**src/masked_alu_pkg.sv**
```systemverilog
// --------------------
// Widths, op codes and bundles for the two-share masked ALU
// A value is always carried as s0 ^ s1
// The data width is fixed here and nowhere else
// --------------------

package masked_alu_pkg;

  // --------------------
  // Widths
  // --------------------
  localparam int XLEN    = 32;                 // Bits per share
  localparam int SHAMT_W = 5;                  // Shift amount width

  // --------------------
  // Operation codes
  // --------------------
  typedef enum logic [3:0] {
    OP_NOT    = 4'd0,                          // Masked bitwise not
    OP_XOR    = 4'd1,                          // Masked xor with refresh
    OP_AND    = 4'd2,                          // DOM and
    OP_IOR    = 4'd3,                          // DOM and on inverted share 0
    OP_SRLI   = 4'd4,                          // Shift right logical
    OP_SLLI   = 4'd5,                          // Shift left logical
    OP_RORI   = 4'd6,                          // Rotate right
    OP_MASK   = 4'd7,                          // Mask a plain value
    OP_REMASK = 4'd8                           // Refresh both shares
  } alu_op_e;

  // --------------------
  // Bundles
  // --------------------
  typedef struct packed {
    logic [XLEN-1:0] s0;                       // Share 0
    logic [XLEN-1:0] s1;                       // Share 1
  } share_pair_t;

  typedef struct packed {
    alu_op_e     op;
    share_pair_t rs1;
    share_pair_t rs2;                          // rs2.s0 low bits double as shamt
  } alu_req_t;

  // Fresh randomness, one word per use so no mask is reused across units
  typedef struct packed {
    logic [XLEN-1:0] z_and;                    // DOM cross-term refresh
    logic [XLEN-1:0] z_xor;                    // Xor output refresh
    logic [XLEN-1:0] z_pad;                    // Shift fill bits
    logic [XLEN-1:0] z_mask;                   // New mask word
  } rand_t;

endpackage

```
**src/masked_logic.sv**
```systemverilog
// --------------------
// Masked NOT, XOR, AND and OR, purely combinational
// The AND/OR outputs are only secure once registered, the
// DOM register stage lives in result_stage
// --------------------

module masked_logic
  import masked_alu_pkg::*;
(
  input  share_pair_t     i_a,                 // Operand a shares
  input  share_pair_t     i_b,                 // Operand b shares
  input  logic [XLEN-1:0] i_z_and,             // Refresh for the cross terms
  input  logic [XLEN-1:0] i_z_xor,             // Refresh for xor

  output share_pair_t     o_not,
  output share_pair_t     o_xor,
  output share_pair_t     o_and,
  output share_pair_t     o_ior
);

  // --------------------
  // DOM and gadget
  // --------------------

  // Inner terms stay in their own domain, the cross term is refreshed
  // with z before it is folded into the other domain's product
  function automatic share_pair_t dom_and(
    input logic [XLEN-1:0] a0,
    input logic [XLEN-1:0] a1,
    input logic [XLEN-1:0] b0,
    input logic [XLEN-1:0] b1,
    input logic [XLEN-1:0] z
  );
    logic [XLEN-1:0] inner0;
    logic [XLEN-1:0] inner1;
    logic [XLEN-1:0] cross0;
    logic [XLEN-1:0] cross1;
    share_pair_t     r;
    inner0 = a0 & b0;                          // Domain 0 product
    inner1 = a1 & b1;                          // Domain 1 product
    cross0 = (a0 & b1) ^ z;                    // Refreshed before joining
    cross1 = (a1 & b0) ^ z;
    r.s0   = inner0 ^ cross0;
    r.s1   = inner1 ^ cross1;
    return r;
  endfunction

  // --------------------
  // Not and xor
  // --------------------

  // Inverting one share inverts the value
  assign o_not.s0 = ~i_a.s0;
  assign o_not.s1 = i_a.s1;

  // Same z on both shares cancels on unmask but breaks the link
  // between the output shares and the input shares
  assign o_xor.s0 = i_a.s0 ^ i_b.s0 ^ i_z_xor;
  assign o_xor.s1 = i_a.s1 ^ i_b.s1 ^ i_z_xor;

  // --------------------
  // And and or
  // --------------------

  assign o_and = dom_and(i_a.s0, i_a.s1, i_b.s0, i_b.s1, i_z_and);

  // De Morgan, a | b = ~(~a & ~b)
  // Inverting share 0 of each operand inverts that operand
  share_pair_t nor_sh;                         // Shares of ~a & ~b

  assign nor_sh = dom_and(~i_a.s0, i_a.s1, ~i_b.s0, i_b.s1, i_z_and);

  assign o_ior.s0 = ~nor_sh.s0;                // Flip back to get the or
  assign o_ior.s1 = nor_sh.s1;

endmodule

```
**src/masked_shift.sv**
```systemverilog
// --------------------
// Per-share shift and rotate with random fill
// Both shares get the same fill bits so they cancel on unmask
// Non-shift ops see a rotate by zero
// --------------------

module masked_shift
  import masked_alu_pkg::*;
(
  input  alu_op_e            i_op,
  input  logic [SHAMT_W-1:0] i_shamt,          // From rs2.s0
  input  share_pair_t        i_a,              // rs1 shares
  input  logic [XLEN-1:0]    i_pad,            // Fill word

  output share_pair_t        o_shr
);

  logic               is_srl;
  logic               is_sll;
  logic               is_shift;
  logic [SHAMT_W-1:0] shamt;                   // Zero unless a shift op

  assign is_srl   = (i_op == OP_SRLI);
  assign is_sll   = (i_op == OP_SLLI);
  assign is_shift = is_srl | is_sll | (i_op == OP_RORI);
  assign shamt    = is_shift ? i_shamt : '0;

  // One share through the shifter, vacated bits taken from pad
  function automatic logic [XLEN-1:0] shift_share(
    input logic [XLEN-1:0]    s,
    input logic [SHAMT_W-1:0] sh,
    input logic               srl,
    input logic               sll,
    input logic [XLEN-1:0]    pad
  );
    logic [2*XLEN-1:0] dbl;
    logic [XLEN-1:0]   r;
    dbl = {s, s} >> sh;                        // Low half is the rotate
    if (srl) begin
      r = (s >> sh) | (pad & ~({XLEN{1'b1}} >> sh));   // Fill top bits
    end else if (sll) begin
      r = (s << sh) | (pad & ~({XLEN{1'b1}} << sh));   // Fill low bits
    end else begin
      r = dbl[XLEN-1:0];
    end
    return r;
  endfunction

  assign o_shr.s0 = shift_share(i_a.s0, shamt, is_srl, is_sll, i_pad);
  assign o_shr.s1 = shift_share(i_a.s1, shamt, is_srl, is_sll, i_pad);

endmodule

```
**src/result_stage.sv**
```systemverilog
// --------------------
// Result select and the single share register
// The share register is also the DOM register for AND/OR
// Flush in the issue cycle drops the op, no back-pressure
// --------------------

module result_stage
  import masked_alu_pkg::*;
(
  input  logic            g_clk,
  input  logic            g_resetn,            // Sync, active low

  input  logic            i_valid,             // Issue strobe
  input  logic            i_flush,             // Cancels this cycle's issue
  input  alu_op_e         i_op,
  input  share_pair_t     i_rs1,
  input  logic [XLEN-1:0] i_z_mask,            // New mask for mask/remask

  input  share_pair_t     i_not,
  input  share_pair_t     i_xor,
  input  share_pair_t     i_and,
  input  share_pair_t     i_ior,
  input  share_pair_t     i_shr,

  output share_pair_t     o_rd,
  output logic            o_ready              // One cycle after issue
);

  // --------------------
  // Mask and remask
  // --------------------
  share_pair_t msk;
  logic        is_remask;

  assign is_remask = (i_op == OP_REMASK);
  assign msk.s0    = i_z_mask ^ i_rs1.s0;
  assign msk.s1    = i_z_mask ^ ({XLEN{is_remask}} & i_rs1.s1);  // Mask keeps s1 = z

  // --------------------
  // Select, one share at a time
  // --------------------
  share_pair_t sel;

  always_comb begin
    case (i_op)
      OP_NOT:                    sel = i_not;
      OP_XOR:                    sel = i_xor;
      OP_AND:                    sel = i_and;
      OP_IOR:                    sel = i_ior;
      OP_SRLI, OP_SLLI, OP_RORI: sel = i_shr;
      OP_MASK, OP_REMASK:        sel = msk;
      default:                   sel = '0;     // Unused codes give zero shares
    endcase
  end

  // --------------------
  // Share register and ready
  // --------------------
  logic        issue;
  share_pair_t rd_q;
  logic        ready_q;

  assign issue = i_valid & ~i_flush;

  always_ff @(posedge g_clk) begin
    if (!g_resetn) begin
      rd_q    <= '0;
      ready_q <= 1'b0;
    end else begin
      ready_q <= issue;                        // Single pulse per issue
      if (issue) begin
        rd_q <= sel;                           // Holds until next issue
      end
    end
  end

  assign o_rd    = rd_q;
  assign o_ready = ready_q;

endmodule

```
**src/masked_alu.sv**
```systemverilog
// --------------------
// Two-share Boolean masked ALU slice
// All randomness comes in on i_rand, fresh every issue
// Fixed one-cycle latency, consumer must take o_rd on o_ready
// --------------------

module masked_alu
  import masked_alu_pkg::*;
(
  input  logic        g_clk,
  input  logic        g_resetn,                // Sync, active low

  input  logic        i_valid,                 // Issue when high and no flush
  input  logic        i_flush,                 // Drop the op in this cycle
  input  alu_req_t    i_req,                   // Op and operand shares
  input  rand_t       i_rand,                  // Fresh randomness

  output logic        o_ready,                 // Result pulse
  output share_pair_t o_rd                     // Result shares
);

  // --------------------
  // Unit results
  // --------------------
  share_pair_t r_not;
  share_pair_t r_xor;
  share_pair_t r_and;
  share_pair_t r_ior;
  share_pair_t r_shr;

  masked_logic logic_ins (
    .i_a     (i_req.rs1),
    .i_b     (i_req.rs2),
    .i_z_and (i_rand.z_and),
    .i_z_xor (i_rand.z_xor),
    .o_not   (r_not),
    .o_xor   (r_xor),
    .o_and   (r_and),
    .o_ior   (r_ior)
  );

  masked_shift shift_ins (
    .i_op    (i_req.op),
    .i_shamt (i_req.rs2.s0[SHAMT_W-1:0]),      // Shamt from share 0 only
    .i_a     (i_req.rs1),
    .i_pad   (i_rand.z_pad),
    .o_shr   (r_shr)
  );

  // Select and register, also closes the DOM gadget
  result_stage result_ins (
    .g_clk    (g_clk),
    .g_resetn (g_resetn),
    .i_valid  (i_valid),
    .i_flush  (i_flush),
    .i_op     (i_req.op),
    .i_rs1    (i_req.rs1),
    .i_z_mask (i_rand.z_mask),
    .i_not    (r_not),
    .i_xor    (r_xor),
    .i_and    (r_and),
    .i_ior    (r_ior),
    .i_shr    (r_shr),
    .o_rd     (o_rd),
    .o_ready  (o_ready)
  );

endmodule

```
**config.mk**
```make
export PLATFORM = sky130hd
export DESIGN_NAME = masked_alu
export DESIGN_NICKNAME = d
export VERILOG_FILES = /design/src/masked_alu_pkg.sv /design/src/masked_logic.sv /design/src/masked_shift.sv /design/src/result_stage.sv /design/src/masked_alu.sv
export SDC_FILE = /design/constraint.sdc
export NUM_CORES = 1
export LEC_CHECK = 0
export BUFFER_PORTS_ARGS = -buffer_cell sky130_fd_sc_hd__buf_2
export CAP_MARGIN = 0
export CELL_PAD_IN_SITES_DETAIL_PLACEMENT = 1
export CELL_PAD_IN_SITES_GLOBAL_PLACEMENT = 1
export CORE_ASPECT_RATIO = 1.1
export CORE_MARGIN = 5
export CORE_UTILIZATION = 25
export DETAILED_ROUTE_END_ITERATION = 6
export PLACE_DENSITY = 0.65
export SLEW_MARGIN = 40
export SYNTH_ARGS = -nofsm -noshare
export SYNTH_HDL_FRONTEND = slang
export SYNTH_SLANG_ARGS = --single-unit
```
**constraint.sdc**
```tcl
create_clock -name g_clk -period 4.2 [get_ports g_clk]
set_clock_uncertainty 0.2 [all_clocks]
set_input_delay 0.42 -clock g_clk [delete_from_list [all_inputs] [get_ports g_clk]]
set_output_delay 0.42 -clock g_clk [all_outputs]
set_load 0.05 [all_outputs]
```
======== After elaboration in Yosys (flattened, before gate mapping) ========
Index checks and enable logic that the tools add are counted.
storage, ports and cells
  logic and storage cells ................. 65
  flip-flop bits (word level) ............. 65
  output and inout bits ................... 65
cells by class
  shift operators ......................... 8
  equality and inequality tests ........... 8
  reductions and logical operators ........ 3
  bitwise logic cells ..................... 37
  muxes and demuxes ....................... 6
operator list
  operator                 number
  $xor A32 B32 Y32         14
  $pmux W64 S6             1
  $and A32 B32 Y32         10
  $not A32 Y32             5
  $mux W32                 4
  $or A32 B32 Y32          4
  $shr A64 B5 Y32          2
  $shl A32 B5 Y32          2
  $shr A32 B5 Y32          2
  $shl A32 B5 Y32 const A  1
  $shr A32 B5 Y32 const A  1
  $eq A4 B3 Y1 const B     4
  $eq A4 B2 Y1 const B     2
  $mux W5                  1
  $eq A4 B1 Y1 const B     1
  $eq A4 B4 Y1 const B     1
  $logic_not A4 Y1         1
  $reduce_or A3 Y1         1
  $or A1 B1 Y1             2
  $reduce_or A2 Y1         1
  $and A1 B1 Y1            1
  $not A1 Y1               1

======== Logic depth before layout (Yosys ltp) ========
  word-level depth ........................ 11
  depth in mapped cells ................... 14
  gate-level depth less buffers ........... 10

======== Cells and area by module ========
Synthesis repeated with hierarchy kept, for this count alone.
unflattened totals
  cell total of the unflattened synthesis .. 3187
  area total of the unflattened synthesis .. 22617.9 µm²
modules (own cells, without submodules)
  module        times used  area an instance (µm²)  cells each
  masked_shift  1           11902.7                 1847
  result_stage  1           5863.1                  732
  masked_logic  1           4852.2                  608

======== Least setup slack after synthesis ========
Ideal clock, no wire load.
  kind .................................... input -> register
  start point ............................. in i_req[118] (netlist name)
  end point ............................... reg result_ins.rd_q, in the netlist result_ins.o_rd[54]
  data arrival time ....................... 2.404 ns
  path slack .............................. 1.456 ns
  data required time ...................... 3.860 ns
  cell stages on the path ................. 11
  path buffers ............................ 1
  cells stage by stage .................... clkbuf_1 inv_1 ha_1 xor2_1 a311oi_1 a22oi_1 a2111oi_0 o21ai_0 a211o_1 a21oi_1 a2111oi_2
on the way
  longest elaborated chain between the ends .. 6
  elaborated cells on any way between the ends .. 21
  classes of those cells .................. 3 x shift; 3 x mux; 15 x bitwise
RTL lines
  what                                                     line                RTL
  start: declaration                                       masked_alu.sv:15    input alu_req_t i_req,
  branches (longest 5 deep; another with $shl A32 B5 Y32)  n/a
  $pmux W64 S6 (*)                                         result_stage.sv:45  case (i_op)
  end signal: assignment                                   result_stage.sv:72  rd_q <= sel;
  end: declaration                                         result_stage.sv:60  share_pair_t rd_q;
Every way passes the cells marked *.
A chain may end at the register's enable or synchronous reset.

======== Final worst setup path ========
  start point ............................. in i_req[130] (netlist name)
  end point ............................... reg result_ins.rd_q, in the netlist result_ins.o_rd[12]
on the way
  longest elaborated chain between the ends .. 11
  elaborated cells on any way between the ends .. 30
  classes of those cells .................. 8 x eq/ne; 5 x shift; 4 x mux; 10 x bitwise; 3 x reduce/logical
RTL lines
  what                                    line                                                        RTL
  $eq A4 B3 Y1, on equally long branches  masked_shift.sv:23, result_stage.sv:45, masked_shift.sv:24
  $or A1 B1 Y1 (2 in series)              masked_shift.sv:25                                          assign is_shift = is_srl | is_sll | (i_op == OP_RORI);
  $mux W5                                 masked_shift.sv:26                                          assign shamt = is_shift ? i_shamt : '0;
  $shl A32 B5 Y32                         masked_shift.sv:42                                          r = (s << sh) | (pad & ~({XLEN{1'b1}} << sh));
  $not A32 Y32                            masked_shift.sv:42
  $and A32 B32 Y32                        masked_shift.sv:42
  $or A32 B32 Y32                         masked_shift.sv:42
  $mux W32                                masked_shift.sv:41                                          end else if (sll) begin
  $mux W32                                masked_shift.sv:39                                          if (srl) begin
  $pmux W64 S6 (*)                        result_stage.sv:45
Mark *: on every way between the ends. The rest lies on a longest branch, timed or not.

==> impl_metrics.ini <==
[logic_synthesis]
yosys-top-cells-area = xnor2_1, dfxtp_1, nand2_1, ha_1, o21ai_0
yosys_most_used_dff = dfxtp_1
ys_seq_area_share_pct = 6.12
synth.net_count = 3522
synth_top_area_share_pct = 6.59
yosysTopAreaCell = xnor2_1
avgSynthCellArea_um2 = 6.73
ys_types = 104
synthCells = 3162
async_flop_share_pct = 0
ys_ff_latch = 65
yosysWarnings = 0
syn_area_um2 = 21300
synth_edf_count = 0

[floorplanning]
core_area_um2 = 84600
start_util_pct = 25.1
die-area_um2 = 91100
die_w_um = 288
num_rows = 112
io_pins = 329
die_y_um = 316

[power]
ir_drop_uv = 201
seq_power_share_pct = 11.8
leakage_nw = 11.5
pwr-share-comb_pct = 72.4
sw_frac_of_total_pct = 57.3
powerDensity_nw_per_um2 = 204
p_switching_mw = 3.25
totalPowerFinal_mw = 5.67
power.share.clock_pct = 15.8
p_int_mw = 2.42

[final_layout]
drive_above_1_share_pct = 27.3
fillCellCount = 10699
nets = 4075
ff_latch_area_um2 = 1300
multiInputGateArea_um2 = 18100
fin_cells = 4873
areaGrowthSynthToFinish_pct = 30.6
final_core_util_pct = 32.8
design_area_um2 = 27800

[routing]
wl_um = 227000
drtIter0Drc = 5202
drc = 0
postRouteAntennaNets = 0
routedWlPerCell_um = 46.5
drt_first_pass_iters = 6
via_count = 33158
viasPerCell = 6.80

[placed_design]
hpwl_um = 186000
dp_slack_ns = 0.0653
post_dp_cell_area_um2 = 27400
routabilityCongestion = 1.07
dp_cells = 4844
portBuffers = 328

[grt]
grt.overflow.total = 0
grt_pass1_vias = 31770
grtUsageMet2_pct = 69.5
use_met3_pct = 13.0
grt_antenna_before_repair = 23
grt_pass1_wl_um = 296000
grt_max_degree = 73
busiest_layer = met2
grtUsageTotal_pct = 47.5
met1_usage_pct = 57.8

[worst_setup_path]
critPathRequiredTime_ns = 4.24
critPathMaxFanout = 21
crit_type = in -> reg
end_kind = flop
cp.arrival_ns = 3.99
start_kind = primary input

[clocking]
postCtsSetupBuffers = 0
hold_buffers = 0
insertion_delay_ns = 0.38
cts_tree = built
cts_sinks = 65
cts_resized = 0
clk_pin_slew_ns = 0.08
cts-root-buf = clkbuf_16
cts_buffers = 9
clock_path_buffers = 2
cts.htree.levels = 3

[timing]
setup_tns_ns = 0
fin_crit_sh_pct = 94.1
tightest_slew_ns = 1.14
fmax_mhz = 253
holdWs_ns = 0.239
slew-limit-headroom_pct = 24.1
period_minus_slack_ns = 3.95
setup_violations = 0
fin_ws_ns = 0.248
hold_violations = 0
maxSlewViolCount = 0
rsz0062_at_grt = no

[flow_run]
cap_violations = 0

[outcome]
status = complete, no violations

[worst_hold_path]
worst_hold_path_type = in -> reg
-- synth_stat cells (26+ instances only) --
master / count
a211oi_1: 55
a21oi_1: 226
a221oi_1: 50
a22oi_1: 59
a31oi_1: 82
a41oi_1: 27
buf_2: 135
buf_4: 30
clkbuf_1: 143
dfxtp_1: 65
ha_1: 96
inv_1: 89
mux2i_1: 107
nand2_1: 335
nand2b_1: 26
nand3_1: 61
nand4_1: 34
nor2_1: 254
nor2b_1: 29
nor3_1: 42
o2111ai_1: 31
o211ai_1: 59
o21ai_0: 230
o221ai_1: 70
o22ai_1: 89
xnor2_1: 160
xor2_1: 86
-- cell families after synthesis --
logic type / count (synthesis) / share of synthesized area (%)
AO/OA/AOI/OAI: 1285 / 42.0
XOR/XNOR: 246 / 10.1
adder cells (fa/ha/maj): 96 / 5.65
buffers and inverters: 434 / 9.58
flip-flops: 65 / 6.12
multiplexers: 132 / 6.52
AND/OR/NAND/NOR: 904 / 20.0
-- layout make-up --
class	instances	area share [%]
clock buffer	10	0.860
inverter	93	1.26
antenna	13	0.117
clock inverter	6	0.239
tap	1140	5.13
multi-input combinational	2663	65.1
timing repair buffer	883	22.6
sequential	65	4.68
-- final timing paths --
path | startpoint | depth (start not counted) | slack (ns) | to
worst max-delay path | i_req[130] | 12 | 0.25 | result_ins.o_rd[12]
worst min-delay path | i_rand[46] | 3 | 0.24 | result_ins.o_rd[14]
worst min register to register | result_ins.o_rd[11] | 2 | 0.29 | result_ins.o_rd[11]
worst max register to register | result_ins.o_rd[54] | 8 | 1.37 | result_ins.o_rd[54]
-- metal layers --
| metal | routed length, um | up-vias |
|---|---|---|
| li1 | - | 13187 |
| met2 | 92400 | 2556 |
| met1 | 85600 | 16682 |
| met5 | 68 | - |
| met4 | 24300 | 10 |
| met3 | 24400 | 723 |
-- layout by cell type, fill, tap and decap left out, types with 82 or more instances in the layout --
master | netlist | routed
a21oi_1 | 226 | 224
nand2_1 | 335 | 333
inv_1 | 89 | 89
a31oi_1 | 82 | 82
buf_2 | 135 | 327
xnor2_1 | 160 | 160
o22ai_1 | 89 | 89
nor2_1 | 254 | 254
o21ai_0 | 230 | 226
buf_4 | 30 | 517
ha_1 | 96 | 96
mux2i_1 | 107 | 107
xor2_1 | 86 | 86
-- critical path, cell delays in order --
cell and delay [ns]:
buf_2 0.14, nor2b_4 0.49, buf_12 0.24, a31oi_1 0.20, nor2_1 0.70, o32ai_1 0.23, buf_4 0.19, a211oi_1 0.72
buf_4 0.25, nor3_1 0.05, o2111ai_1 0.23, a221oi_1 0.11
-- sequential cells by signal, summed over array words and instances, names as in the netlist --
| signal | cells |
|---|---|
| result_ins.o_ready | 1 |
| result_ins.o_rd | 64 |
-- power by group through the flow --
stage	combinational (mW)	sequential (mW)	clock, mW
floorplan	1.67	0.726	0
global placement	3.88	0.678	0
detailed placement	3.88	0.678	0
CTS	3.89	0.664	0.890
global route	4.10	0.665	0.911
finish	4.10	0.667	0.897
No activity file was read; power rests on OpenSTA's default activity.
